File: src/include/radio_ctrl_params.svh
// Build-time constants for the radio control slice
// Include in any module that needs the hold-off, SPI divider or register map
`ifndef RADIO_CTRL_PARAMS_SVH
`define RADIO_CTRL_PARAMS_SVH

//////////////////////////////////////////////////
// Clock hold-off after PLL lock
//////////////////////////////////////////////////
// Ready after counter reaches all-ones
`define RC_HOLDOFF_BITS 4      // Short for simulation, widen for the board

//////////////////////////////////////////////////
// SPI master timing
//////////////////////////////////////////////////
`define RC_SPI_DIV 2           // bus_clk cycles per sclk half period

//////////////////////////////////////////////////
// Settings register map, 7-bit addresses
//////////////////////////////////////////////////
`define RC_ADDR_ATR1 7'd1      // Front-end ATR lines, chain 1
`define RC_ADDR_ATR2 7'd2      // Front-end ATR lines, chain 2
`define RC_ADDR_MISC 7'd3      // Band selects, codec reset, mimo, ref select

`endif

File: src/radio_ctrl_pkg.sv
// Shared types of the radio control path
// Command word layout seen by intake, decode and the testbench
`default_nettype none

package radio_ctrl_pkg;

   // Bit 31 of every command word
   typedef enum logic {
      REG_WRITE = 1'b0,
      SPI_XFER  = 1'b1
   } cmd_kind_e;

   // SPI target, codes 2 and 3 select nothing
   typedef enum logic [1:0] {
      SLV_CAT = 2'd0,   // RF transceiver
      SLV_PLL = 2'd1    // Reference PLL
   } spi_slave_e;

   // Register write view
   typedef struct packed {
      cmd_kind_e   kind;
      logic [6:0]  addr;
      logic [23:0] data;   // Only low byte stored
   } reg_view_t;

   // SPI job view
   typedef struct packed {
      cmd_kind_e   kind;
      spi_slave_e  slave;
      logic [4:0]  len;    // Bit count, 0 means 24
      logic [23:0] data;   // Sent MSB first
   } spi_view_t;

   // One 32-bit word, decoded by its kind bit
   typedef union packed {
      reg_view_t regw;
      spi_view_t spi;
   } cmd_word_u;

endpackage

`default_nettype wire

File: src/cmd_intake.sv
// First pipeline stage, takes host command words under four-phase req/ack
// Holds one word and offers it to decode on its own handshake
`timescale 1ns/1ps
`default_nettype none

module cmd_intake (
   input  logic                      bus_clk,
   input  logic                      bus_rst,
   input  logic                      clocks_ready,
   input  logic                      cmd_req,
   input  radio_ctrl_pkg::cmd_word_u cmd_word,
   output logic                      cmd_ack,
   output logic                      dec_req,
   output radio_ctrl_pkg::cmd_word_u dec_word,
   input  logic                      dec_ack
);
   import radio_ctrl_pkg::*;

   // Decode-side handshake states
   localparam logic [1:0] D_IDLE = 2'd0;   // Nothing offered
   localparam logic [1:0] D_REQ  = 2'd1;   // req high, waiting ack
   localparam logic [1:0] D_DROP = 2'd2;   // req low, waiting ack low

   cmd_word_u  hold_word;   // One-entry holding register
   logic       full;        // hold_word owned by decode handshake
   logic [1:0] dec_st;
   logic       take;        // Host word accepted this edge

   // cmd_ack doubles as the host FSM state
   assign take = !cmd_ack && cmd_req && clocks_ready && !full;

   always_ff @(posedge bus_clk or posedge bus_rst) begin
      if (bus_rst) begin
         cmd_ack <= 1'b0;
         full    <= 1'b0;
         dec_req <= 1'b0;
         dec_st  <= D_IDLE;
      end else begin
         // Host side
         if (take) begin
            cmd_ack <= 1'b1;
            full    <= 1'b1;
         end else if (cmd_ack && !cmd_req) begin
            cmd_ack <= 1'b0;                      // Host finished phase 3
         end

         // Decode side
         case (dec_st)
            D_IDLE: if (full) begin
               dec_req <= 1'b1;
               dec_st  <= D_REQ;
            end
            D_REQ: if (dec_ack) begin
               dec_req <= 1'b0;
               dec_st  <= D_DROP;
            end
            D_DROP: if (!dec_ack) begin
               full   <= 1'b0;                    // Slot free again
               dec_st <= D_IDLE;
            end
            default: dec_st <= D_IDLE;
         endcase
      end
   end

   // Word stays put until the decode handshake fully closes
   always_ff @(posedge bus_clk) begin
      if (take) hold_word <= cmd_word;
   end

   assign dec_word = hold_word;

   // Host ack must answer a live request, req seen on the edge that raised ack
   a_ack_follows_req : assert property (
      @(posedge bus_clk) disable iff (bus_rst) $rose(cmd_ack) |-> $past(cmd_req)
   ) else $error("cmd_ack rose without cmd_req");

endmodule

`default_nettype wire

File: config.mk
export PLATFORM = sky130hd
export DESIGN_NAME = cmd_intake
export DESIGN_NICKNAME = d
export VERILOG_FILES = /design/src/include/radio_ctrl_params.svh /design/src/radio_ctrl_pkg.sv /design/src/cmd_intake.sv
export SDC_FILE = /design/constraint.sdc
export NUM_CORES = 1
export LEC_CHECK = 0
export BUFFER_PORTS_ARGS = -buffer_cell sky130_fd_sc_hd__clkbuf_2
export CORE_MARGIN = 2
export CORE_UTILIZATION = 44
export DETAILED_ROUTE_END_ITERATION = 6
export PLACE_DENSITY = 0.81
export SLEW_MARGIN = 20
export SYNTH_ARGS = -nofsm -noshare
export SYNTH_HDL_FRONTEND = slang
export SYNTH_SLANG_ARGS = --single-unit
File: constraint.sdc
create_clock -name bus_clk -period 8 [get_ports bus_clk]
set_clock_uncertainty 0.05 [all_clocks]
set_input_delay 0 -clock bus_clk [delete_from_list [all_inputs] [get_ports bus_clk]]
set_output_delay 0 -clock bus_clk [all_outputs]
set_load 0.01 [all_outputs]
==> metrics <==
status=completed; area of the multi-input gates=about 80 um2; Iter 0 DRT Violations=26; Main synth FF type=edfxtp_1; cts hold-fix bufs=36; Synth Area in XOR/XNOR=less than 1%; Worst EP arrival=about 1.5 ns; CP max FO=5; switching share of power=about a quarter; num ports=71; Via Count=876; diode count=0; setup TNS=0 ns; register bit total from synthesis=37; synthesized-area fraction occupied by adder cells=0%; post-synth cell types=14; Worst-Skew Late Latency=0.32 ns; Vert. Die Dim=approximately 56 um; First-pass DRT Iterations=4; final WL=around 3000 um; share of post-route cells with drive strength above 1=a little under half; compound-gate portion of the synthesized area=3.42%; CTS Buffer Depth=2; P_sw=between 100 and 150 uW; DRC viols=0; CTS tree=done; crit start category=flip-flop; Cell Area, Placed=between 1500 and 2000 um2; Post-Route Utilization=around four fifths; root buffer cell=clkbuf_4; Vias/cell=roughly 4.4; commonest cells in the netlist=32 x edfxtp_1, 5 x dfrtp_1, 3 x nor2_1; fmax=724 MHz; top post-synthesis cells by area=edfxtp_1 82%, dfrtp_1 11%, nor2_1 0.96%; HPWL after DPL=1650 um; fin crit share=17.3%; largest net degree at the start of global routing=33; vias in the first global route=roughly 960; RSZ-0062 raised after global routing=no; Final ANT Viol Nets=0; Area Growth Syn to Fin=69.2%; Slew Viols, Final=0; P_leak=0.865 nW; Synth top area share=82.0%; antenna violations before repair=0; Worst EP required=slightly above 8 ns; register area=roughly 1100 um2; mux cell area share after synthesis=0%; # H-tree levels=2; Initial Util=46.9%; CORE AREA=roughly 2500 um2; Rel. slew slack=between 70% and 80%; first-pass GRT wire length=around 4700 um; cell taking the most area after synthesis=edfxtp_1; simple-gate share of the synthesized area=2.24%; Hold Crit Class=in2async; cell-internal power=roughly 300 uW; Horiz. Die Dim=55.6 um; syn_area_per_cell=between 20 and 25 um2; count leader, synth=edfxtp_1; main combinational cell family by area after synthesis=compound AO/OA/AOI/OAI gates; Setup crit end kind=flip-flop; final hold viol count=0; clk sink count=37; NumNets Final=roughly 200; Post-Syn Instances=53; cts repair resizes=0; Tmin final=1.38 ns; # setup viols final=0; Post-synth EDFFs=32; Power Dens Cells=approximately 210 nW/um2; Slew @ Worst Pin=about 0.38 ns; total CTS buffers=5; YS warnings=0; Gate power share=between 10% and 20%; clock share of power=21.7%; total track usage=a little over a fifth; CP Class=reg2reg; maxcap violations=0; syn nets=90; gpl congestion=0.770; final instance area=1980 um2; FP Rows=18; post-CTS setup buffers=0; cell area after synthesis=between 1000 and 1500 um2; Synth async-reset ratio=13.5%; Port Buffers=70; clk slew on worst S/H paths=~0.09 ns; die area=a little over 3000 um2; GRT Residual Overflow=0; Seq pwr share=around three fifths; fillers=129; Pwr Total=approximately 400 uW; sequential fraction of the synthesis area=between 90 and 100%; VDD IR max=around 0.18 mV; DR WL/cell=roughly 15 um
state kept, by name, summed over array words and instances (netlist names):
signal	count
dec_st	2
dec_req	1
full	1
dec_word	32
cmd_ack	1
routing by layer:
metal | GRT usage, % | routed length (um) | vias to the layer above
met5 | 0 | 0 | -
met3 | 10.5 | 293 | 0
met1 | 26.5 | 1200 | 394
li1 | - | - | 429
met4 | 6.27 | 0 | 0
met2 | 33.5 | 1430 | 53
power groups by stage:
stage | Clock (mW) | Sequential (mW) | Combinational (mW)
6_report | 0.0889 | 0.250 | 0.0705
5_1_grt | 0.103 | 0.253 | 0.0781
4_1_cts | 0.0894 | 0.250 | 0.0703
3_5_place_dp | 0 | 0.254 | 0.0551
3_3_place_gp | 0 | 0.252 | 0.0527
2_1_floorplan | 0 | 0.259 | 0.0213
cells in the final DEF, fill, tap and decap left out, drive strengths merged, types with 2 or more instances in the layout:
cell type    instances
inv                  3
o21ai                2
dfrtp                5
edfxtp              32
clkinv               3
dlygate4sd3         36
clkbuf              75
nor2                 3
final cells by class:
class	count	area share, %
inverters	3	0.568
flip-flops and latches	37	54.8
clock buffers	5	1.89
multi-input cells	13	4.04
well taps	30	1.89
repair buffers	107	36.2
clock inverters	3	0.631
cell families (layout without fill, tap and decap cells):
kind of cell / count (synthesis) / after routing
compound gates: 6 / 6
xor+xnor: 1 / 1
buf+inv: 3 / 118
flops: 37 / 37
simple gates: 6 / 6
metrics by stage:
stage | std cells | setup slack (ns) | hold WS (ns)
2_1_floorplan | 53 | 4.80 | -0.271
3_3_place_gp | 154 | 6.67 | -0.174
3_5_place_dp | 154 | 6.63 | -0.163
4_1_cts | 198 | 6.61 | 0.0240
5_1_grt | 198 | 6.52 | 0.0308
6_report | 198 | 6.62 | 0.0402
worst max-delay path, cell delays in order (launching register included):
cell	delay (ns)
dfrtp_1	0.45
nor2b_1	0.07
o21a_1	0.16
dlygate4sd3_1	0.54
path summary, 6_finish.rpt:
path | endpoint | from | depth (start not counted) | slack [ns]
worst max-delay path | cmd_ack$_DFFE_PP0P_ | full$_DFF_PP0_ | 3 | 6.62
worst min-delay path | dec_st[0]$_DFFE_PP0P_ | bus_rst | 3 | 0.04
worst max register to register | cmd_ack$_DFFE_PP0P_ | full$_DFF_PP0_ | 3 | 6.62
worst min register to register | dec_st[0]$_DFFE_PP0P_ | dec_st[1]$_DFFE_PP0P_ | 1 | 0.48
max in group asynchronous | full$_DFF_PP0_ | bus_rst | 3 | 7.69
min in group bus_clk | full$_DFF_PP0_ | clocks_ready | 4 | 0.06
Note: power is estimated with default switching activity, not from simulation.
