## config.mk

```make
export PLATFORM = sky130hd
export DESIGN_NAME = settings_decode
export DESIGN_NICKNAME = d
export VERILOG_FILES = /design/src/radio_ctrl_pkg.sv /design/src/settings_decode.sv
export VERILOG_INCLUDE_DIRS = /design/src /design/src/include
export SDC_FILE = /design/constraint.sdc
export NUM_CORES = 1
export LEC_CHECK = 0
export ABC_CLOCK_PERIOD_IN_PS = 10900
export BUFFER_PORTS_ARGS = -buffer_cell sky130_fd_sc_hd__clkbuf_2
export CORE_MARGIN = 3
export CORE_UTILIZATION = 30
export DETAILED_ROUTE_END_ITERATION = 8
export GPL_ROUTABILITY_DRIVEN = 0
export MAX_ROUTING_LAYER = met4
export PLACE_DENSITY = 0.51
export SYNTH_ARGS = -nofsm -noshare
export SYNTH_HDL_FRONTEND = slang
export SYNTH_SLANG_ARGS = --single-unit
```

## constraint.sdc

```tcl
create_clock -name bus_clk -period 10.9 [get_ports bus_clk]
set_clock_uncertainty 0.15 [all_clocks]
set_input_delay 1.635 -clock bus_clk [delete_from_list [all_inputs] [get_ports bus_clk]]
set_output_delay 1.635 -clock bus_clk [all_outputs]
set_load 0.02 [all_outputs]
```

## src/include/radio_ctrl_params.svh

```systemverilog
// Build-time constants for the radio control slice
// Include in any module that needs the hold-off, SPI divider or register map
`ifndef RADIO_CTRL_PARAMS_SVH
`define RADIO_CTRL_PARAMS_SVH

//////////////////////////////////////////////////
// Clock hold-off after PLL lock
//////////////////////////////////////////////////
// Ready after counter reaches all-ones
`define RC_HOLDOFF_BITS 4      // Short for simulation, widen for the board

//////////////////////////////////////////////////
// SPI master timing
//////////////////////////////////////////////////
`define RC_SPI_DIV 2           // bus_clk cycles per sclk half period

//////////////////////////////////////////////////
// Settings register map, 7-bit addresses
//////////////////////////////////////////////////
`define RC_ADDR_ATR1 7'd1      // Front-end ATR lines, chain 1
`define RC_ADDR_ATR2 7'd2      // Front-end ATR lines, chain 2
`define RC_ADDR_MISC 7'd3      // Band selects, codec reset, mimo, ref select

`endif

```

## src/radio_ctrl_pkg.sv

```systemverilog
// Shared types of the radio control path
// Command word layout seen by intake, decode and the testbench
`default_nettype none

package radio_ctrl_pkg;

   // Bit 31 of every command word
   typedef enum logic {
      REG_WRITE = 1'b0,
      SPI_XFER  = 1'b1
   } cmd_kind_e;

   // SPI target, codes 2 and 3 select nothing
   typedef enum logic [1:0] {
      SLV_CAT = 2'd0,   // RF transceiver
      SLV_PLL = 2'd1    // Reference PLL
   } spi_slave_e;

   // Register write view
   typedef struct packed {
      cmd_kind_e   kind;
      logic [6:0]  addr;
      logic [23:0] data;   // Only low byte stored
   } reg_view_t;

   // SPI job view
   typedef struct packed {
      cmd_kind_e   kind;
      spi_slave_e  slave;
      logic [4:0]  len;    // Bit count, 0 means 24
      logic [23:0] data;   // Sent MSB first
   } spi_view_t;

   // One 32-bit word, decoded by its kind bit
   typedef union packed {
      reg_view_t regw;
      spi_view_t spi;
   } cmd_word_u;

endpackage

`default_nettype wire

```

## src/settings_decode.sv

```systemverilog
// Second pipeline stage, splits command words into register writes and SPI jobs
// Owns the ATR and misc output registers and hands SPI jobs to the engine
`timescale 1ns/1ps
`default_nettype none
`include "radio_ctrl_params.svh"

module settings_decode (
   input  logic                       bus_clk,
   input  logic                       bus_rst,
   input  logic                       dec_req,
   input  radio_ctrl_pkg::cmd_word_u  dec_word,
   output logic                       dec_ack,
   output logic                       spi_req,
   output radio_ctrl_pkg::spi_slave_e spi_slave,
   output logic [4:0]                 spi_len,
   output logic [23:0]                spi_data,
   input  logic                       spi_ack,
   output logic [7:0]                 fe_atr1,
   output logic [7:0]                 fe_atr2,
   output logic [7:0]                 misc_outs
);
   import radio_ctrl_pkg::*;

   logic        take;        // Word accepted this edge
   logic        is_spi;      // Kind bit read through the union
   logic [4:0]  len_clip;    // 1 to 24
   logic [23:0] data_mask;   // Keeps the top len_clip bits
   logic        wr_pend;     // Register write lands next edge
   logic [6:0]  wr_addr;
   logic [7:0]  wr_data;
   logic [7:0]  misc_reg;    // Settings copy, before output flop

   assign is_spi = (dec_word.spi.kind == SPI_XFER);

   // Only accept when the engine link is fully idle, keeps write order
   assign take = dec_req && !dec_ack && !spi_req && !spi_ack;

   //////////////////////////////////////////////////
   // SPI length clip and alignment
   //////////////////////////////////////////////////
   always_comb begin
      if (dec_word.spi.len == 5'd0 || dec_word.spi.len > 5'd24) begin
         len_clip = 5'd24;                         // Zero means full word
      end else begin
         len_clip = dec_word.spi.len;
      end
      data_mask = ~(24'hffffff >> len_clip);
   end

   //////////////////////////////////////////////////
   // Handshakes and settings registers
   //////////////////////////////////////////////////
   always_ff @(posedge bus_clk or posedge bus_rst) begin
      if (bus_rst) begin
         dec_ack   <= 1'b0;
         spi_req   <= 1'b0;
         wr_pend   <= 1'b0;
         fe_atr1   <= 8'h00;
         fe_atr2   <= 8'h00;
         misc_reg  <= 8'h00;
         misc_outs <= 8'h00;
      end else begin
         wr_pend <= take && (dec_word.regw.kind == REG_WRITE);

         if (take) dec_ack <= 1'b1;
         else if (!dec_req) dec_ack <= 1'b0;       // Intake dropped req

         if (take && is_spi) spi_req <= 1'b1;
         else if (spi_ack) spi_req <= 1'b0;        // Engine has the job

         if (wr_pend) begin
            case (wr_addr)
               `RC_ADDR_ATR1: fe_atr1  <= wr_data;
               `RC_ADDR_ATR2: fe_atr2  <= wr_data;
               `RC_ADDR_MISC: misc_reg <= wr_data;
               default: ;                          // Unknown address ignored
            endcase
         end
         misc_outs <= misc_reg;                    // Extra flop toward the pins
      end
   end

   // Job and write payload, stable while spi_req is high
   always_ff @(posedge bus_clk) begin
      if (take) begin
         wr_addr   <= dec_word.regw.addr;
         wr_data   <= dec_word.regw.data[7:0];
         spi_slave <= dec_word.spi.slave;
         spi_len   <= len_clip;
         spi_data  <= dec_word.spi.data & data_mask;
      end
   end

endmodule

`default_nettype wire

```

==> impl_metrics.csv, run 1 <==
group,metric,value,unit
logic_synthesis,synth_fp_nets,224,
drt,drc,0,
clock_tree,cts.repair.resized,0,
timing,hold_violations,0,
drt,ant_nets,0,
logic_synthesis,synth_area_per_cell,15.9,um^2
timing,fin_crit_sh,0.261,
grt,grt_max_degree,45,
pwr,p_per_area,158,nW/um^2
die,ios,93,
clock_tree,clk_path_buf_depth,2,
critical_path,startpoint_type,"input pin",
clock_tree,cts-root-buf,"clkbuf_8",
logic_synthesis,synth_cell_types,30,
hold_path,hold_class,"reg -> reg",
timing,tns,0,ns
logic_synthesis,synth_top_area_cell,"edfxtp_1",
pwr,leakagePower,1.75,nW
critical_path,critPathTopFamily,"compound AO/OA/AOI/OAI gates",
die,die_height,106,um
critical_path,path_max_fanout,18,
logic_synthesis,ys_ff_latch,79,
logic_synthesis,yosysSeqAreaShare,0.734,
layout,fin_nets,319,
drt,drt-initial-drc-count,57,
logic_synthesis,yosysTopAreaCellShare,0.442,
placement,portBuffers,92,
timing,maxSlewViolCount,0,
layout,largest_register,"spi_data",
critical_path,required,10.81,ns
die,start_util,0.316,
clock_tree,htree_levels,3,
drt,routed_wirelength,6.24,mm
die,row_count,35,
drt,via_per_inst,4.36,
layout,largest_register_ffs,24,
placement,dp_hpwl,4.44,mm
grt,overflow,0,
logic_synthesis,netlist_area,2990,um^2
drt,routed-via-count,1819,
clock_tree,clkSinkCount,79,
placement,dp_slack,7.69,ns
timing,fin_ws,8.06,ns
drt,wire_per_inst,15.0,um
clock_tree,cts_hold_buf,0,
critical_path,cp_cell_sequence,"clkbuf_2 -> nor3_1 -> a21oi_1 -> a21boi_0",
clock_tree,cts_tree,"done",
layout,area_delta_synth_final,26.5,%
flow_run,cap_violations,0,
logic_synthesis,synthTopCellsByArea,"edfxtp_1 44%, dfrtp_1 29%, mux2_2 9.0%",
drt,first_pass_iters,4,
layout,n_fill_cell,953,
timing,worst_pin_slew,0.573,ns
critical_path,arrival,2.75,ns
layout,antenna_cells,0,
timing,slew_headroom,0.618,
grt,antenna_found_initial,0,
die,die_area,11200,um^2
critical_path,critPathBufInv,1,
timing,period_needed,2.84,ns
clock_tree,post_cts_buffers,0,
logic_synthesis,ys_warn_count,0,
grt,grt_pass1_vias,1826,
timing,fmax,352,MHz
grt,grt_pass1_wl,9.89,mm
critical_path,crit_slowest_cell,"a21oi_1",
grt,grt.total_usage,0.120,
pwr,ir_drop,0.0628,mV
layout,layout-drive-gt1-share,0.486,
layout,mostFrequentLayoutCells,"92 x clkbuf_2, 44 x edfxtp_1, 35 x dfrtp_1",
clock_tree,clkTransAtPathRegs,0.08,ns
die,die_w,106,um
critical_path,criticalPathCategory,"in -> reg",
die,coreArea,9460,um^2
layout,final_common_cell,"clkbuf_2",
critical_path,slowest_delay,0.51,ns
timing,finalSetupViolCount,0,
clock_tree,worstSkewPairLatency,0.34,ns
outcome,status,"finished clean",
clock_tree,cts_buffers,9,
timing,grt_setup_unrepaired,"no",
logic_synthesis,syn-instance-count,188,
critical_path,end_kind,"flop",
-- final timing paths --
kind / start / end / slack [ns] / cells after the start
hold / removal: misc_reg[5] / misc_outs[5] / 0.23 / 0
max in group asynchronous: bus_rst / fe_atr1[4] / 9.08 / 3
setup / recovery: dec_word[26] / spi_data[14] / 8.06 / 4
hold reg to reg: misc_reg[5] / misc_outs[5] / 0.23 / 0
min in group asynchronous: bus_rst / fe_atr2[2] / 1.21 / 3
setup reg to reg: wr_addr[3] / misc_reg[6] / 9.01 / 3
-- report_power, final --
group,leakage [nW],internal (mW),total [mW],switching [mW]
logic,0.750,0.0170,0.0489,0.0320
registers,0.895,0.330,0.335,0.00546
clock network,0.108,0.109,0.213,0.105
total,1.75,0.456,0.598,0.142
-- worst register-to-register path, stage by stage (launching register included) --
cell,delay [ns]
edfxtp_1,0.41
nor4_4,0.36
and4_1,0.49
mux2_2,0.38
-- cell usage after synthesis --
cell,instances
o211ai_1,1
mux2_2,24
inv_1,9
buf_4,3
nor2_1,2
o31ai_1,2
dfrtp_1,35
nor2b_1,3
nor3_1,5
and2_1,4
a31oi_1,5
a21bo_2,1
nand2_1,5
a21boi_0,15
a21o_1,1
o21ai_0,7
or2_2,1
or3_1,1
nand3_1,3
nor4_4,1
a21oi_1,2
edfxtp_1,44
nor3b_1,1
xor2_1,1
nor4_1,1
nand4b_2,2
and4_1,1
clkbuf_1,6
nand2b_1,1
buf_2,1
-- cells by family (layout without fill, tap and decap cells) --
family,Yosys count,after routing,synth area share
flops,79,79,0.734
compound gates,34,34,0.0765
simple gates,31,31,0.0678
mux,24,24,0.0903
buf+inv,19,119,0.0280
xor+xnor,1,1,0.00293
-- area by class of cell --
cell class / count / area (um^2) / area share
Multi-Input combinational cell: 90 / 716 / 0.189
Clock buffer: 12 / 176 / 0.0466
Inverter: 9 / 33.8 / 0.00893
Sequential cell: 79 / 2200 / 0.580
Timing Repair Buffer: 94 / 475 / 0.126
Tap cell: 129 / 161 / 0.0426
Clock inverter: 4 / 25.0 / 0.00661
-- layer usage --
metal,share of wire,up-vias,wire length (um),track usage
li1,-,880,-,-
met1,0.46,858,2880,0.157
met2,0.46,72,2890,0.179
met3,0.061,9,381,0.0374
met4,0.013,0,84,0.0361
met5,0,-,0,-
-- per-stage QoR --
| step | utilization | total power [mW] | cells | cell area [um^2] | hold slack (ns) |
|---|---|---|---|---|---|
| 2_1_floorplan | - | 0.371 | 188 | 2990 | 0.200 |
| 3_3_place_gp | 0.379 | 0.392 | 401 | 3580 | 0.205 |
| 3_5_place_dp | 0.379 | 0.392 | 401 | 3580 | 0.212 |
| 4_1_cts | 0.400 | 0.608 | 417 | 3780 | 0.230 |
| 5_1_grt | 0.400 | 0.625 | 417 | 3780 | 0.244 |
| 6_report | 0.400 | 0.598 | 417 | 3780 | 0.226 |
(Power assumes the default switching activity.)
==> inputs of run 2 (changes only) <==
Settings changed: ABC_AREA set to 1, ABC_CLOCK_PERIOD_IN_PS 10900 to 2700, PLACE_DENSITY 0.51 to 0.5.
Clock period 10.9 ns to 2.7 ns, I/O delays scaled along.
==> impl_metrics.csv, run 2 <==
group,metric,value,unit
clock_tree,clk_path_buf_depth,2,
die,row_count,36,
logic_synthesis,synth_top_family_by_area,"simple AND/OR/NAND/NOR gates",
flow_run,cap_violations,0,
placement,place_area,3640,um^2
logic_synthesis,synth-simple-area-share,0.159,
clock_tree,cts.repair.resized,0,
die,start_util,0.310,
timing,finalSetupViolCount,0,
drt,wire_per_inst,12.8,um
logic_synthesis,synth-xor-area-share,0,
pwr,p_per_area,642,nW/um^2
grt,grt_max_degree,25,
pwr,intPower,1.87,mW
grt,grt_pass1_wl,10.3,mm
clock_tree,post_cts_buffers,0,
pwr,ir_drop,0.288,mV
logic_synthesis,yosysTopAreaCellShare,0.436,
logic_synthesis,syn-instance-count,260,
critical_path,required,2.78,ns
logic_synthesis,synth_cell_types,25,
grt,grt_pass1_vias,2059,
drt,first_pass_iters,4,
timing,worst_pin_slew,0.781,ns
clock_tree,worstSkewPairLatency,0.34,ns
timing,fin_crit_sh,0.694,
logic_synthesis,synth_top_area_cell,"edfxtp_1",
logic_synthesis,synth_area_per_cell,11.6,um^2
pwr,power.switching,609,uW
layout,layout-drive-gt1-share,0.324,
critical_path,crit_slowest_cell,"nor3_4",
logic_synthesis,ys_dominant_reg_cell,"edfxtp_1",
timing,period_needed,1.87,ns
logic_synthesis,synthMuxAreaShare,0,
pwr,swShare,0.246,
layout,design_area,3860,um^2
timing,hold_violations,0,
logic_synthesis,synth_edf_count,44,
logic_synthesis,synth_fp_nets,296,
critical_path,slowest_delay,0.57,ns
logic_synthesis,netlist_top_cells_count,"64 x nand2_1, 44 x edfxtp_1, 35 x dfrtp_1",
placement,portBuffers,92,
critical_path,cp_common_cell,"nand2_1",
grt,grt.total_usage,0.122,
outcome,status,"finished clean",
layout,final_common_cell,"clkbuf_2",
die,die_area,11300,um^2
layout,antenna_cells,0,
critical_path,r2r_cells,5,
critical_path,arrival,1.96,ns
clock_tree,cts_hold_buf,0,
pwr,leakagePower,1.90,nW
layout,largest_register,"spi_data",
layout,fin_nets,395,
logic_synthesis,ys_warn_count,0,
grt,overflow,0,
drt,via_per_inst,4.16,
die,die_height,106,um
drt,routed-via-count,2068,
pwr,clkPwrFrac,0.365,
placement,dp_hpwl,4.82,mm
critical_path,path_max_fanout,18,
layout,mostFrequentLayoutCells,"92 x clkbuf_2, 64 x nand2_1, 44 x edfxtp_1",
hold_path,hold_class,"in -> async",
clock_tree,htree_levels,3,
critical_path,end_kind,"flop",
layout,largest_register_ffs,24,
pwr,pwr-share-seq,0.547,
logic_synthesis,netlist_area,3030,um^2
clock_tree,clkSinkCount,79,
critical_path,startpoint_type,"flop",
pwr,combinationalPowerShare,0.088,
die,ios,93,
timing,tns,0,ns
timing,grt_setup_unrepaired,"no",
critical_path,cp_cell_sequence,"or2_1 -> nor3_4 -> nand2_2 -> nand2_1 -> nand2_1",
timing,slew_headroom,0.479,
drt,drc,0,
logic_synthesis,yosys.cell_count.top_type,"nand2_1",
die,coreArea,9770,um^2
clock_tree,cts_buffers,9,
timing,maxSlewViolCount,0,
clock_tree,cts_tree,"done",
logic_synthesis,synth_compound_area_frac,0.0579,
logic_synthesis,ys_ff_latch,79,
drt,drt-initial-drc-count,76,
logic_synthesis,synthTopCellsByArea,"edfxtp_1 44%, dfrtp_1 29%, nand2_1 7.9%",
die,die_w,106,um
logic_synthesis,synthAdderAreaFrac,0,
critical_path,criticalPathCategory,"reg -> reg",
logic_synthesis,postSynth.asyncResetShare,0.443,
logic_synthesis,yosysSeqAreaShare,0.726,
drt,ant_nets,0,
clock_tree,clkTransAtPathRegs,0.09,ns
layout,postLayoutCoreUtil,0.395,
grt,antenna_found_initial,0,
timing,fmax,534,MHz
clock_tree,cts-root-buf,"clkbuf_8",
layout,area_delta_synth_final,27.4,%
drt,routed_wirelength,6.34,mm
[run 2: area by class of cell]
type	instances	area (um^2)
fillers	998	5920
flip-flops and latches	79	2200
multi-input cells	140	656
repair buffers	95	495
clock buffers	12	181
well taps	133	166
inverters	34	128
clock inverters	4	33.8
[run 2: per-layer routing]
metal,share of wire,global-route usage,vias up
li1,-,-,1043
met1,0.45,0.150,944
met2,0.45,0.181,74
met3,0.090,0.0589,7
met4,0.0076,0.0301,0
met5,0,-,-
[run 2: cell families (layout without fill, tap and decap cells)]
kind of cell,after synthesis,after routing
DFF,79,79
buffers and inverters,41,145
AOI/OAI and AO/OA,27,27
and+or+nand+nor,113,113
[run 2: path summary, 6_finish.rpt]
| check | endpoint | startpoint | slack (ns) |
|---|---|---|---|
| min | misc_reg[2] | bus_rst | 0.02 |
| min reg2reg | misc_outs[1] | misc_reg[1] | 0.23 |
| max | misc_reg[7] | wr_addr[3] | 0.83 |
| min in group bus_clk | wr_pend | dec_word[31] | 0.07 |
| max reg2reg | misc_reg[7] | wr_addr[3] | 0.83 |
| max in group asynchronous | fe_atr2[5] | bus_rst | 1.76 |
[run 2: worst max-delay path: cells and delay by family, from the launching register on]
kind	cells	cell delay, ns
DFF	1	0.36
and+or+nand+nor	5	1.25
[run 2: power groups by stage]
stage	registers (mW)	clock network (mW)	logic, mW
2_1_floorplan	1.42	0	0.0874
3_5_place_dp	1.38	0	0.223
4_1_cts	1.36	0.948	0.223
6_report	1.36	0.905	0.217
3_3_place_gp	1.38	0	0.221
5_1_grt	1.36	0.999	0.243
[run 2: through the flow]
step	hold slack [ns]	std cells	power [mW]	setup WS [ns]
3_3_place_gp	0.211	481	1.60	0.808
2_1_floorplan	0.204	260	1.51	0.602
4_1_cts	0.0399	497	2.53	0.788
3_5_place_dp	0.211	481	1.60	0.798
6_report	0.0247	497	2.48	0.827
5_1_grt	0.0486	497	2.60	0.636
==> inputs of run 3 (changes only) <==
Settings changed: ABC_CLOCK_PERIOD_IN_PS 2700 to 1500, PLACE_DENSITY 0.5 to 0.52.
Clock period 2.7 ns to 1.5 ns, I/O delays scaled along.
==> impl_metrics.csv, run 3 (same netlist as run 2, synthesis figures left out) <==
group,metric,value,unit
die,row_count,36,
drt,drc,0,
critical_path,required,1.59,ns
clock_tree,cts_buffers,9,
clock_tree,worstSkewPairLatency,0.35,ns
flow_run,cap_violations,0,
timing,fin_crit_sh,0.970,
die,die_area,11300,um^2
critical_path,path_max_fanout,8,
drt,wire_per_inst,12.7,um
grt,grt_max_degree,33,
die,coreArea,9770,um^2
timing,hold_violations,0,
drt,drt-initial-drc-count,43,
timing,slew_headroom,0.731,
layout,n_fill_cell,977,
critical_path,end_kind,"flop",
pwr,leakagePower,2.07,nW
grt,grt_pass1_wl,11.5,mm
critical_path,criticalPathCategory,"reg -> reg",
grt,overflow,0,
grt,grt.total_usage,0.131,
critical_path,arrival,1.54,ns
drt,via_per_inst,4.20,
placement,dpl.cell_count,500,
layout,layout-drive-gt1-share,0.408,
grt,antenna_found_initial,0,
clock_tree,cts-root-buf,"clkbuf_8",
drt,ant_nets,0,
timing,grt_setup_unrepaired,"yes",
critical_path,cp_cell_sequence,"or2_4 -> nor3_4 -> buf_6 -> nand2_8 -> nand2_2 -> nand2_1",
clock_tree,cts_tree,"done",
outcome,status,"finished clean",
clock_tree,clkTransAtPathRegs,0.08,ns
die,die_height,106,um
pwr,ir_drop,0.499,mV
placement,dp_slack,-0.0203,ns
layout,area_delta_synth_final,41.3,%
clock_tree,clk_path_buf_depth,2,
clock_tree,clkSinkCount,79,
drt,routed_wirelength,6.80,mm
timing,finalSetupViolCount,0,
timing,finalHoldWorstSlack,0.0243,ns
critical_path,crit_slowest_cell,"edfxtp_1",
layout,largest_register,"spi_data",
layout,postLayoutCoreUtil,0.438,
layout,mostFrequentLayoutCells,"92 x clkbuf_2, 46 x nand2_1, 44 x edfxtp_1",
critical_path,reg2reg_slack,0.05,ns
die,die_w,106,um
timing,period_needed,1.45,ns
drt,first_pass_iters,4,
hold_path,hold_class,"in -> reg",
placement,dp_hpwl,5.06,mm
drt,routed-via-count,2247,
layout,stdcell_count,535,
timing,fin_ws,0.0457,ns
pwr,p_per_area,1020,nW/um^2
timing,worst_pin_slew,0.402,ns
critical_path,startpoint_type,"flop",
die,ios,93,
placement,portBuffers,92,
clock_tree,htree_levels,3,
critical_path,slowest_delay,0.36,ns
layout,antenna_cells,0,
layout,fin_nets,433,
timing,fmax,688,MHz
layout,largest_register_ffs,24,
die,start_util,0.310,
layout,final_common_cell,"clkbuf_2",
timing,maxSlewViolCount,0,
grt,grt_pass1_vias,2427,
run 3: cell types whose count changed in the layout (fill, tap and decap cells not counted), sizes merged:
cell / previous run / this run
buf: 3 / 23
clkbuf: 104 / 101
dlygate4sd3: 0 / 18
inv: 34 / 37
run 3: area by class of cell:
type                    instances  area (um^2)  area share
multi-input cells             140          753       0.176
clock inverters                 7         53.8      0.0126
flip-flops and latches         79         2200       0.514
clock buffers                   9          124      0.0290
repair buffers                133          850       0.199
well taps                     133          166      0.0389
inverters                      34          131      0.0307
run 3: per-layer routing:
metal  global-route usage  vias up  routed length [um]
li1                     -     1126                   -
met4               0.0411        0                 104
met2                0.198       85                3160
met3               0.0565       10                 549
met1                0.160     1026                2990
met5                    -        -                   0
run 3: metrics by stage:
| stage | cell area (um^2) | TNS [ns] | power [mW] |
|---|---|---|---|
| global placement | 3800 | 0 | 2.92 |
| floorplan | 3030 | -14.41 | 2.72 |
| CTS | 4190 | 0 | 4.42 |
| global route | 4280 | -2.74 | 4.57 |
| finish | 4280 | 0 | 4.36 |
| detailed placement | 3800 | -0.0355 | 2.93 |
run 3: worst paths after layout:
| kind | start | end | cells past startpoint |
|---|---|---|---|
| max | wr_addr[3] | misc_reg[1] | 6 |
| min | dec_word[16] | spi_data[16] | 3 |
| min reg2reg | misc_reg[4] | misc_outs[4] | 0 |
| max reg2reg | wr_addr[3] | misc_reg[1] | 6 |
| min in group asynchronous | bus_rst | wr_pend | 3 |
| max in group asynchronous | bus_rst | fe_atr2[1] | 4 |
run 3: what timing repair did:
item,in CTS,in global routing
resized for setup,3,30
hold buffers,18,0
setup buffers,2,0
pin swaps,1,4
endpoints found under the hold margin,52,0
endpoints found under the setup margin,9,61
run 3: critical path: cells and delay by family (launching register included):
kind                   cells  cell delay (ns)
buffers and inverters      1             0.18
DFF                        1             0.36
and+or+nand+nor            5             0.66
run 3: power breakdown:
group          switching, mW  internal [mW]
Clock                  0.816          0.621
Combinational          0.284          0.194
Sequential            0.0411           2.40
Total                   1.14           3.22
