===== src/include/radio_ctrl_params.svh =====
// Build-time constants for the radio control slice
// Include in any module that needs the hold-off, SPI divider or register map
`ifndef RADIO_CTRL_PARAMS_SVH
`define RADIO_CTRL_PARAMS_SVH

//////////////////////////////////////////////////
// Clock hold-off after PLL lock
//////////////////////////////////////////////////
// Ready after counter reaches all-ones
`define RC_HOLDOFF_BITS 4      // Short for simulation, widen for the board

//////////////////////////////////////////////////
// SPI master timing
//////////////////////////////////////////////////
`define RC_SPI_DIV 2           // bus_clk cycles per sclk half period

//////////////////////////////////////////////////
// Settings register map, 7-bit addresses
//////////////////////////////////////////////////
`define RC_ADDR_ATR1 7'd1      // Front-end ATR lines, chain 1
`define RC_ADDR_ATR2 7'd2      // Front-end ATR lines, chain 2
`define RC_ADDR_MISC 7'd3      // Band selects, codec reset, mimo, ref select

`endif


===== src/radio_ctrl_pkg.sv =====
// Shared types of the radio control path
// Command word layout seen by intake, decode and the testbench
`default_nettype none

package radio_ctrl_pkg;

   // Bit 31 of every command word
   typedef enum logic {
      REG_WRITE = 1'b0,
      SPI_XFER  = 1'b1
   } cmd_kind_e;

   // SPI target, codes 2 and 3 select nothing
   typedef enum logic [1:0] {
      SLV_CAT = 2'd0,   // RF transceiver
      SLV_PLL = 2'd1    // Reference PLL
   } spi_slave_e;

   // Register write view
   typedef struct packed {
      cmd_kind_e   kind;
      logic [6:0]  addr;
      logic [23:0] data;   // Only low byte stored
   } reg_view_t;

   // SPI job view
   typedef struct packed {
      cmd_kind_e   kind;
      spi_slave_e  slave;
      logic [4:0]  len;    // Bit count, 0 means 24
      logic [23:0] data;   // Sent MSB first
   } spi_view_t;

   // One 32-bit word, decoded by its kind bit
   typedef union packed {
      reg_view_t regw;
      spi_view_t spi;
   } cmd_word_u;

endpackage

`default_nettype wire


===== src/spi_engine.sv =====
// Third pipeline stage, SPI master for the transceiver and the reference PLL
// Shifts a job MSB first with sclk idle low and returns the captured miso bits
`timescale 1ns/1ps
`default_nettype none
`include "radio_ctrl_params.svh"

module spi_engine (
   input  logic                       bus_clk,
   input  logic                       bus_rst,
   input  logic                       spi_req,
   input  radio_ctrl_pkg::spi_slave_e spi_slave,
   input  logic [4:0]                 spi_len,
   input  logic [23:0]                spi_data,
   output logic                       spi_ack,
   output logic [1:0]                 sen,       // Active low, bit 0 cat
   output logic                       sclk,
   output logic                       mosi,
   input  logic                       miso,
   output logic [23:0]                rb_data,
   output logic                       rb_valid
);
   import radio_ctrl_pkg::*;

   localparam int unsigned DIV_W = $clog2(`RC_SPI_DIV) + 1;
   localparam logic [DIV_W-1:0] DIV_LAST = DIV_W'(`RC_SPI_DIV - 1);

   localparam logic [2:0] E_IDLE  = 3'd0;
   localparam logic [2:0] E_SETUP = 3'd1;   // sen low, sclk low
   localparam logic [2:0] E_SHIFT = 3'd2;
   localparam logic [2:0] E_HOLD  = 3'd3;   // Last fall to sen high
   localparam logic [2:0] E_DONE  = 3'd4;

   logic [2:0]       state;
   logic [DIV_W-1:0] div_cnt;
   logic             tick;       // Half period elapsed
   logic             phase;      // Internal sclk, runs even with no select
   logic             accept;
   logic             rise;
   logic             fall;
   logic [23:0]      tx_shift;
   logic [23:0]      rx_shift;
   logic [4:0]       bits_left;
   spi_slave_e       slave_r;
   logic             sel_any;    // Job targets a real slave

   assign tick    = (div_cnt == DIV_LAST);
   assign accept  = (state == E_IDLE) && spi_req && !spi_ack;
   assign rise    = (state == E_SHIFT) && tick && !phase;
   assign fall    = (state == E_SHIFT) && tick && phase;
   assign sel_any = (slave_r == SLV_CAT) || (slave_r == SLV_PLL);

   //////////////////////////////////////////////////
   // Control FSM and pins
   //////////////////////////////////////////////////
   always_ff @(posedge bus_clk or posedge bus_rst) begin
      if (bus_rst) begin
         state    <= E_IDLE;
         div_cnt  <= '0;
         phase    <= 1'b0;
         sclk     <= 1'b0;
         sen      <= 2'b11;
         mosi     <= 1'b0;
         spi_ack  <= 1'b0;
         rb_valid <= 1'b0;
         rb_data  <= 24'h0;
      end else begin
         rb_valid <= 1'b0;
         if (spi_ack && !spi_req) spi_ack <= 1'b0;       // Decode closed link
         if (state == E_IDLE || tick) div_cnt <= '0;
         else div_cnt <= div_cnt + 1'b1;

         case (state)
            E_IDLE: if (accept) begin
               spi_ack <= 1'b1;
               mosi    <= spi_data[23];                  // First bit ahead of sclk
               state   <= E_SETUP;
               case (spi_slave)
                  SLV_CAT: sen <= 2'b10;
                  SLV_PLL: sen <= 2'b01;
                  default: sen <= 2'b11;                 // Dummy job, no select
               endcase
            end
            E_SETUP: if (tick) state <= E_SHIFT;
            E_SHIFT: begin
               if (rise) begin
                  phase <= 1'b1;
                  sclk  <= sel_any;
               end else if (fall) begin
                  phase <= 1'b0;
                  sclk  <= 1'b0;
                  if (bits_left == 5'd1) begin
                     mosi  <= 1'b0;
                     state <= E_HOLD;
                  end else begin
                     mosi <= tx_shift[22];               // Change on falling edge
                  end
               end
            end
            E_HOLD: if (tick) begin
               sen   <= 2'b11;
               state <= E_DONE;
            end
            E_DONE: begin
               rb_data  <= rx_shift;
               rb_valid <= 1'b1;                         // After sen release
               state    <= E_IDLE;
            end
            default: state <= E_IDLE;
         endcase
      end
   end

   // Shift registers and job fields
   always_ff @(posedge bus_clk) begin
      if (accept) begin
         tx_shift  <= spi_data;
         rx_shift  <= 24'h0;                             // Zero-extend readback
         bits_left <= spi_len;
         slave_r   <= spi_slave;
      end else if (rise) begin
         rx_shift <= {rx_shift[22:0], miso};             // Sample on rising edge
      end else if (fall) begin
         tx_shift  <= {tx_shift[22:0], 1'b0};
         bits_left <= bits_left - 1'b1;
      end
   end

   a_one_select : assert property (
      @(posedge bus_clk) disable iff (bus_rst) $onehot0(~sen)
   ) else $error("more than one SPI select active");

   a_sclk_quiet : assert property (
      @(posedge bus_clk) disable iff (bus_rst) (&sen) |-> !sclk
   ) else $error("sclk toggling with no select");

endmodule

`default_nettype wire


===== config.mk =====
export PLATFORM = sky130hd
export DESIGN_NAME = spi_engine
export DESIGN_NICKNAME = d
export VERILOG_FILES = /design/src/radio_ctrl_pkg.sv /design/src/spi_engine.sv
export VERILOG_INCLUDE_DIRS = /design/src /design/src/include
export SDC_FILE = /design/constraint.sdc
export NUM_CORES = 1
export LEC_CHECK = 0
export BUFFER_PORTS_ARGS = -buffer_cell sky130_fd_sc_hd__buf_2
export CAP_MARGIN = 20
export CORE_MARGIN = 8
export CORE_UTILIZATION = 45
export DETAILED_ROUTE_END_ITERATION = 10
export MAX_ROUTING_LAYER = met4
export PLACE_DENSITY = 0.75
export SLEW_MARGIN = 15
export SYNTH_ARGS = -nofsm -noshare
export SYNTH_HDL_FRONTEND = slang
export SYNTH_SLANG_ARGS = --single-unit

===== constraint.sdc =====
create_clock -name bus_clk -period 2.5 [get_ports bus_clk]
set_input_delay 0.25 -clock bus_clk [delete_from_list [all_inputs] [get_ports bus_clk]]
set_output_delay 0.25 -clock bus_clk [all_outputs]
set_load 0.03 [all_outputs]

==> results.yml, run 1 <==
outcome:
  status: "finished clean"
drt:
  viasPerCell: 5.32
  avgRoutedWirePerCell_um: 15.9
  final_antenna_net_count: 0
  first_iter_violations: 107
  via_count: 2445
  drt-total-wl_mm: 7.33
  drc: 0
  dr.pass1.iters: 4
placement:
  io_buffers: 64
  gp_congestion: 0.798
  placed_cell_area_mm2: 0.00415
  dpl.hpwl_mm: 5.10
clocking:
  cts.repair.resized: 0
  cts_tree: "yes"
  clock_sinks: 89
  cts_buffers: 9
  clock_latency_ps: 360
  path_clk_slew_ps: 80
  cts.htree.levels: 3
  clockBufferDepth: 2
  root_buffer: "clkbuf_8"
yosys:
  post-synth-top-count-cell: "dfrtp_1"
  synth_top_cell_by_area: "edfxtp_1"
  ys_seq_area_share_pct: 59.5
  synthFlopType: "dfrtp_1"
  ys_ff_latch: 89
  synthCells: 289
  netlist_area_mm2: 0.00379
  yosysTopAreaCellShare_pct: 23.0
  synth.net_count: 327
  synth_edf_count: 29
  synth_cell_types: 43
  synth_common_cells: "dfrtp_1 (34), mux2_2 (30), edfxtp_1 (29)"
  async_reset_ff_share_pct: 40.4
  syn_avg_cell_area_um2: 13.1
  ys_warn_count: 0
  synth.area.top_cells: "edfxtp_1 (23%), dfrtp_1 (22%), dfxtp_1 (13%)"
setup_path:
  cpPeakStageDelay_ps: 530
  critical_path_class: "register to register"
  reg2reg_slack_ps: 490
  cp.required_ps: 2620
  r2r-end: "tx_shift[22]"
  cp-end-kind: "register"
  cp-start-kind: "register"
  crit_arrival_ps: 2130
  cp_slowest_cell: "dfrtp_1"
  cp_max_fo: 52
  worstRegToRegCells: 4
  r2r-start: "state[1]"
  cp_cell_sequence: "nor3b_4 -> nand2_4 -> inv_6 -> mux2_2"
global_route:
  met1_usage_pct: 17.0
  gr-total-overflow: 0
  gr-max-usage-layer: "met2"
  grt_pass1_vias: 2483
  antenna_found_initial: 0
  grt_start_max_net_pins: 53
  grt_pass1_wl_mm: 12.1
  met3_usage_pct: 5.33
  met2_usage_pct: 20.6
  grt_usage_pct: 13.8
timing:
  period_share_pct: 80.6
  finalHoldViolations: 0
  max_slew_margin_pct: 53.5
  rsz0062_at_grt: "no"
  finalMaxSlewViolations: 0
  fin_tns_setup_ps: 0
  worstMarginPinSlew_ps: 697
  min_period_ps: 2010
  clock_skew_ps: 6.23
  fmax_mhz: 497
  setup_viol: 0
power:
  p_leak_nw: 1.93
  p_sw_w: 0.000539
  vdd_ir_drop_max_mv: 0.377
  totalPowerFinal_w: 0.00243
  p_seq_share_pct: 62.0
  p_clk_share_pct: 35.7
  pwr_density_cell_mw_per_mm2: 562
  p_comb_share_pct: 2.3
  swShare_pct: 22.2
  intPower_w: 0.00189
floorplanning:
  top_level_ports: 65
  start_util_pct: 46.4
  row_count: 33
  core_mm2: 0.00818
  die_area_mm2: 0.0116
  die_w_um: 108
  die_h_um: 108
layout:
  drive_above_1_share_pct: 40.0
  final_nets: 388
  num_antenna_cells: 0
  fillers: 722
  fin_area_mm2: 0.00432
  area_delta_synth_final_pct: 14.1
  regArea_mm2: 0.00225
  multi_input_area_mm2: 0.00134
min_path:
  worst_hold_path_type: "input pin to register"
  whs_endpoint: "sen[1]"
  min_path_cells: 2
  hold_start: "spi_slave[0]"
job:
  max_cap_viol_count: 0
power groups by stage:
| stage | combinational [W] | clock, W | sequential (W) |
|---|---|---|---|
| after detailed placement | 0.0000556 | 0 | 0.00154 |
| after floorplan | 0.0000202 | 0 | 0.00154 |
| after CTS | 0.0000573 | 0.000901 | 0.00151 |
| final | 0.0000555 | 0.000869 | 0.00151 |
| after global placement | 0.0000537 | 0 | 0.00154 |
| after global routing | 0.0000635 | 0.000960 | 0.00151 |
cell families after synthesis:
kind of cell    count (synthesis)  synth area share (%)
buf+inv                        30                  5.08
mux                            49                  16.3
compound gates                 61                  8.68
xor+xnor                        4                 0.924
flops                          89                  59.5
simple gates                   53                  8.55
fa+ha+maj                       3                 0.990
repair_timing:
item / CTS / global route
endpoints found under the setup margin: 0 / 0
hold buffers: 1 / 0
hold endpoints to repair: 11 / 0
setup buffers: 0 / 0
per-stage QoR:
step           setup WS (ps)  hold slack (ps)  utilization, %  instances
2_1_floorplan            332              324               -        289
3_3_place_gp             526              273            50.7        443
3_5_place_dp             492              295            50.7        443
4_1_cts                  477             50.3            52.9        460
5_1_grt                  366             41.1            52.9        460
6_report                 486             62.7            52.9        460
worst max path at each step:
stage                  start  cells after the start      endpoint  slack [ps]
floorplan            spi_ack                      3          mosi         330
global placement    state[1]                      4  tx_shift[22]         530
detailed placement  state[1]                      4   tx_shift[1]         490
CTS                 state[1]                      4  tx_shift[22]         480
global route        state[1]                      4   tx_shift[2]         370
finish              state[1]                      4  tx_shift[22]         490
critical path: cells and delay by family (launching register included):
family	cells	cell delay [ps]
buffers and inverters	1	370
AND/OR/NAND/NOR	2	460
flip-flops	1	530
multiplexers	1	390
routing by layer:
metal	part of all wire, %	up-vias
met5	0	-
met4	0.83	0
met3	6.4	6
met2	46	71
met1	47	1192
li1	-	1176
layout make-up:
| class | instances | area share (%) |
|---|---|---|
| clock buffers | 10 | 2.95 |
| clock inverters | 6 | 0.926 |
| inverters | 9 | 0.897 |
| multi-input cells | 170 | 31.1 |
| flip-flops and latches | 89 | 52.1 |
| well taps | 105 | 3.04 |
| repair buffers | 71 | 8.97 |
placed cells by master, fill, tap and decap left out, types with 2 or more instances in the layout:
cell / instances
mux2_2: 30
dfxtp_1: 24
inv_4: 3
o21ai_0: 28
clkbuf_8: 9
nor2_1: 4
dfrtp_1: 34
a211oi_1: 2
a21oi_1: 25
ha_1: 3
nor3_1: 3
nor3b_1: 2
xor2_1: 2
buf_2: 64
inv_1: 8
inv_6: 2
buf_4: 5
xnor2_1: 2
edfxtp_1: 29
nand2_1: 4
nand3_1: 28
dfstp_2: 2
mux2_4: 18
nor3b_4: 2
sequential cells by signal, indices dropped and copies added, names as in the netlist:
register,count
div_cnt,2
rb_valid,1
mosi,1
bits_left,5
rx_shift,24
tx_shift,23
slave_r,1
rb_data,24
sclk,1
sen,2
spi_ack,1
phase,1
state,3
Power figures use the tool's default switching activity.
==> run 2, diff against run 1 <==
clock period = 1.9 ns   (was 2.5 ns; I/O delays follow)
==> results.yml, run 2 (same netlist as run 1, synthesis figures left out) <==
min_path:
  min_path_cells: 1
  worst_hold_path_type: "input pin to register"
clocking:
  cts_hold_buf: 2
  cts_buffers: 9
  root_buffer: "clkbuf_8"
  cts_tree: "yes"
  cts_setup_buffers: 0
  cts.htree.levels: 3
  clock_sinks: 89
  clock_latency_ps: 360
  clockBufferDepth: 2
  path_clk_slew_ps: 90
  cts.repair.resized: 0
setup_path:
  cp.required_ps: 2010
  critical_path_class: "register to register"
  crit_arrival_ps: 1830
  cp_max_fo: 35
  cp-end-kind: "register"
  worstRegToRegCells: 4
  reg2reg_slack_ps: 170
  cp-start-kind: "register"
timing:
  min_period_ps: 1730
  max_slew_margin_pct: 69.6
  finalHoldViolations: 0
  finalMaxSlewViolations: 0
  clock_skew_ps: 9.90
  period_share_pct: 90.9
  fin_tns_setup_ps: 0
  setup_viol: 0
  worstMarginPinSlew_ps: 450
  rsz0062_at_grt: "no"
  fmax_mhz: 579
drt:
  avgRoutedWirePerCell_um: 15.7
  viasPerCell: 5.26
  via_count: 2455
  m1WireLength_mm: 3.53
  final_antenna_net_count: 0
  wl_met3_um: 415
  drt-total-wl_mm: 7.34
  first_iter_violations: 136
  dr.pass1.iters: 4
  drc: 0
  highest_layer: "met4"
  dr_wl_met2_mm: 3.30
layout:
  regArea_mm2: 0.00225
  final_nets: 395
  area_delta_synth_final_pct: 16.8
  reg.largest.list: "rb_data: 24 flops, rx_shift: 24 flops, tx_shift: 23 flops"
  fillers: 702
  multi_input_area_mm2: 0.00135
  layout_commonest_cell: "buf_2"
  final_cell_mix: "buf_2 (64), dfrtp_1 (34), mux2_2 (30), edfxtp_1 (29)"
  num_antenna_cells: 0
  drive_above_1_share_pct: 41.2
  fin_area_mm2: 0.00443
power:
  pwr_density_cell_mw_per_mm2: 752
  p_leak_nw: 1.98
  vdd_ir_drop_max_mv: 0.566
placement:
  dpl.hpwl_mm: 5.06
  gp_congestion: 0.810
  placed_cell_area_mm2: 0.00421
  io_buffers: 64
global_route:
  gr-total-overflow: 0
  grt_pass1_wl_mm: 12.4
  grt_pass1_vias: 2506
  grt_start_max_net_pins: 37
  grt_usage_pct: 14.0
  antenna_found_initial: 0
floorplanning:
  row_count: 33
  die_w_um: 108
  core_mm2: 0.00818
  start_util_pct: 46.4
  die_area_mm2: 0.0116
  die_h_um: 108
  top_level_ports: 65
job:
  max_cap_viol_count: 0
outcome:
  status: "finished clean"
-- run 2: cell count changes in the layout (fill, tap and decap cells not counted), sizes merged --
cell         previous run  this run
buf                    70        76
clkbuf                 10        11
clkinv                  1         0
dlygate4sd3             1         2
-- run 2: path summary, 6_finish.rpt --
path	from	endpoint
max in group asynchronous	bus_rst	sen[0]
hold reg to reg	div_cnt[0]	div_cnt[0]
setup reg to reg	state[2]	tx_shift[1]
hold / removal	spi_slave[1]	slave_r[1]
setup / recovery	state[2]	tx_shift[1]
min in group asynchronous	bus_rst	rb_data[14]
-- run 2: layer usage --
metal,vias to the layer above,GRT usage [%]
met1,1192,17.8
met5,-,-
met2,65,20.0
li1,1186,-
met3,12,5.21
met4,0,4.46
-- run 2: final cells by class --
| type | instances | share of cell area, % |
|---|---|---|
| well taps | 105 | 2.97 |
| inverters | 9 | 0.876 |
| clock inverters | 5 | 0.961 |
| clock buffers | 11 | 3.45 |
| multi-input cells | 170 | 30.5 |
| repair buffers | 78 | 10.3 |
| flip-flops and latches | 89 | 50.9 |
-- run 2: per-stage QoR --
stage / power [W] / cells / setup slack, ps / utilization, % / hold WS (ps)
4_1_cts: 0.00338 / 467 / 166 / 54.1 / 16.0
2_1_floorplan: 0.00205 / 289 / 86.1 / - / 264
6_report: 0.00333 / 467 / 173 / 54.1 / 36.4
3_3_place_gp: 0.00209 / 449 / 236 / 51.5 / 319
5_1_grt: 0.00346 / 467 / 81.6 / 54.1 / 11.4
3_5_place_dp: 0.00210 / 449 / 179 / 51.5 / 326
-- run 2: critical path, cell delays in order, from the launching register on --
cell     delay [ps]
dfrtp_1         480
nor2_2          220
nand2_4         100
inv_6           290
mux2_2          380
-- run 2: where the power goes --
part           internal [W]  total [W]  leakage [nW]  switching [W]
clock              0.000575    0.00127        0.0979       0.000698
combinational     0.0000386  0.0000739         0.882      0.0000353
sequential          0.00197    0.00198         0.996     0.00000945
==> run 3, diff against run 2 <==
ABC_AREA = 1   (was default)
PLACE_DENSITY = 0.76   (was 0.75)
==> results.yml, run 3 <==
timing:
  worstMarginPinSlew_ps: 724
  min_period_ps: 1620
  finalHoldViolations: 0
  finalMaxSlewViolations: 0
  setup_ws_ps: 280
  max_slew_margin_pct: 51.7
  fin_tns_setup_ps: 0
  hold_ws_ps: 31.9
  fmax_mhz: 617
  setup_viol: 0
  rsz0062_at_grt: "no"
  period_share_pct: 85.3
  clock_skew_ps: 10.7
yosys:
  synth.net_count: 418
  ys_seq_area_share_pct: 62.0
  async_reset_ff_share_pct: 40.4
  synth.area.top_cells: "edfxtp_1 (24%), dfrtp_1 (23%), dfxtp_1 (13%)"
  post-synth-top-count-cell: "nand2_1"
  synthCells: 380
  synth_common_cells: "nand2_1 (113), o21ai_1 (47), inv_1 (38)"
  synth_edf_count: 29
  ys_ff_latch: 89
  syn_avg_cell_area_um2: 9.57
  synth_top_cell_by_area: "edfxtp_1"
  yosysTopAreaCellShare_pct: 23.9
  synth_cell_types: 30
  ys_warn_count: 0
  netlist_area_mm2: 0.00364
  synthFlopType: "dfrtp_1"
setup_path:
  cpPeakStageDelay_ps: 410
  cp_slowest_cell: "buf_4"
  cp-start-kind: "register"
  critPathBufInv: 1
  crit_arrival_ps: 1900
  cp-end-kind: "register"
  cp.required_ps: 2180
  cp_cell_sequence: "ha_1 -> nand4_2 -> buf_4 -> o21ai_1 -> a21oi_1"
  path_depth: 5
  critical_path_class: "register to register"
  cp_top_family: "buffers and inverters"
  cp_max_fo: 48
  worstRegToRegCells: 5
power:
  vdd_ir_drop_max_mv: 0.396
  p_comb_share_pct: 2.3
  p_clk_share_pct: 37.3
  intPower_w: 0.00256
  p_sw_w: 0.000716
  p_seq_share_pct: 60.4
  pwr_density_cell_mw_per_mm2: 776
  p_leak_nw: 2.07
  swShare_pct: 21.8
floorplanning:
  start_util_pct: 46.8
  core_mm2: 0.00777
  top_level_ports: 65
  row_count: 32
  die_area_mm2: 0.0112
  die_w_um: 106
  die_h_um: 106
layout:
  fillers: 733
  final_nets: 481
  area_delta_synth_final_pct: 16.1
  layout_commonest_cell: "nand2_1"
  multi_input_area_mm2: 0.00110
  drive_above_1_share_pct: 23.0
  final_cell_mix: "nand2_1 (112), buf_2 (64), o21ai_1 (47), inv_1 (38), dfrtp_1 (34)"
  regArea_mm2: 0.00225
  num_antenna_cells: 0
  reg.largest.list: "rb_data: 24 flops, rx_shift: 24 flops, tx_shift: 23 flops"
placement:
  gp_congestion: 0.815
  io_buffers: 64
  pre_cts_ws_ps: 293
  dpl.hpwl_mm: 4.78
global_route:
  grt_start_max_net_pins: 49
  grt_pass1_vias: 2640
  gr-total-overflow: 0
  grt_pass1_wl_mm: 11.7
  antenna_found_initial: 0
  grt_usage_pct: 13.0
drt:
  final_antenna_net_count: 0
  dr.pass1.iters: 4
  drc: 0
  via_count: 2613
  first_iter_violations: 89
  avgRoutedWirePerCell_um: 12.4
  viasPerCell: 4.76
  drt-total-wl_mm: 6.79
clocking:
  cts_tree: "yes"
  cts_setup_buffers: 0
  clock_latency_ps: 350
  path_clk_slew_ps: 90
  cts_buffers: 9
  clock_sinks: 89
  cts.htree.levels: 3
  clockBufferDepth: 2
  root_buffer: "clkbuf_8"
min_path:
  worst_hold_path_type: "input pin to register"
  min_path_cells: 1
outcome:
  status: "finished clean"
job:
  max_cap_viol_count: 0
run 3: layer usage:
layer / wire [um] / global-route usage [%] / vias up
met4: 76 / 4.42 / 0
met1: 3280 / 15.9 / 1169
li1: - / - / 1368
met5: 0 / - / -
met2: 3030 / 19.7 / 69
met3: 399 / 4.41 / 7
run 3: power groups by stage:
| stage | logic, W | registers, W | clock network [W] |
|---|---|---|---|
| 2_1_floorplan | 0.0000288 | 0.00202 | 0 |
| 3_3_place_gp | 0.0000733 | 0.00202 | 0 |
| 3_5_place_dp | 0.0000752 | 0.00202 | 0 |
| 4_1_cts | 0.0000766 | 0.00198 | 0.00125 |
| 5_1_grt | 0.0000853 | 0.00198 | 0.00132 |
| 6_report | 0.0000741 | 0.00198 | 0.00122 |
run 3: cell families (layout without fill, tap and decap cells):
group,Yosys count,after routing,synth area share [%]
adders and majority gates,3,3,1.03
buffers and inverters,60,127,7.74
and+or+nand+nor,139,139,16.2
DFF,89,89,62.0
AOI/OAI and AO/OA,86,86,12.3
xor gates and xnor gates,3,3,0.723
run 3: final cells by class:
type | count | share of cell area, %
Tap cell | 102 | 3.02
Clock inverter | 5 | 0.829
Sequential cell | 89 | 53.4
Timing Repair Buffer | 71 | 9.48
Inverter | 41 | 3.64
Clock buffer | 10 | 3.52
Multi-Input combinational cell | 231 | 26.1
run 3: path summary, 6_finish.rpt:
path,from,endpoint,slack [ps]
max,div_cnt[0],rx_shift[21],280
min reg2reg,slave_r[1],sclk,430
max reg2reg,div_cnt[0],rx_shift[21],280
max in group asynchronous,bus_rst,sen[1],1060
min in group asynchronous,bus_rst,rb_data[21],470
min,spi_slave[1],slave_r[1],30
run 3: worst register-to-register path, cell delays in order (launching register included):
cell	delay [ps]
dfrtp_1	390
ha_1	300
nand4_2	170
buf_4	410
o21ai_1	110
a21oi_1	170
run 3: per-stage QoR:
stage / utilization, % / power (W) / area, um^2 / instances
6_report: 54.4 / 0.00328 / 4220 / 549
5_1_grt: 54.4 / 0.00339 / 4220 / 549
4_1_cts: 54.4 / 0.00331 / 4220 / 549
3_5_place_dp: 51.9 / 0.00210 / 4030 / 533
3_3_place_gp: 51.9 / 0.00210 / 4030 / 533
2_1_floorplan: - / 0.00205 / 3640 / 380
run 3: timing repair:
item	in CTS	in global routing
hold buffers	1	0
hold endpoints to repair	34	0
gates resized for setup	0	0
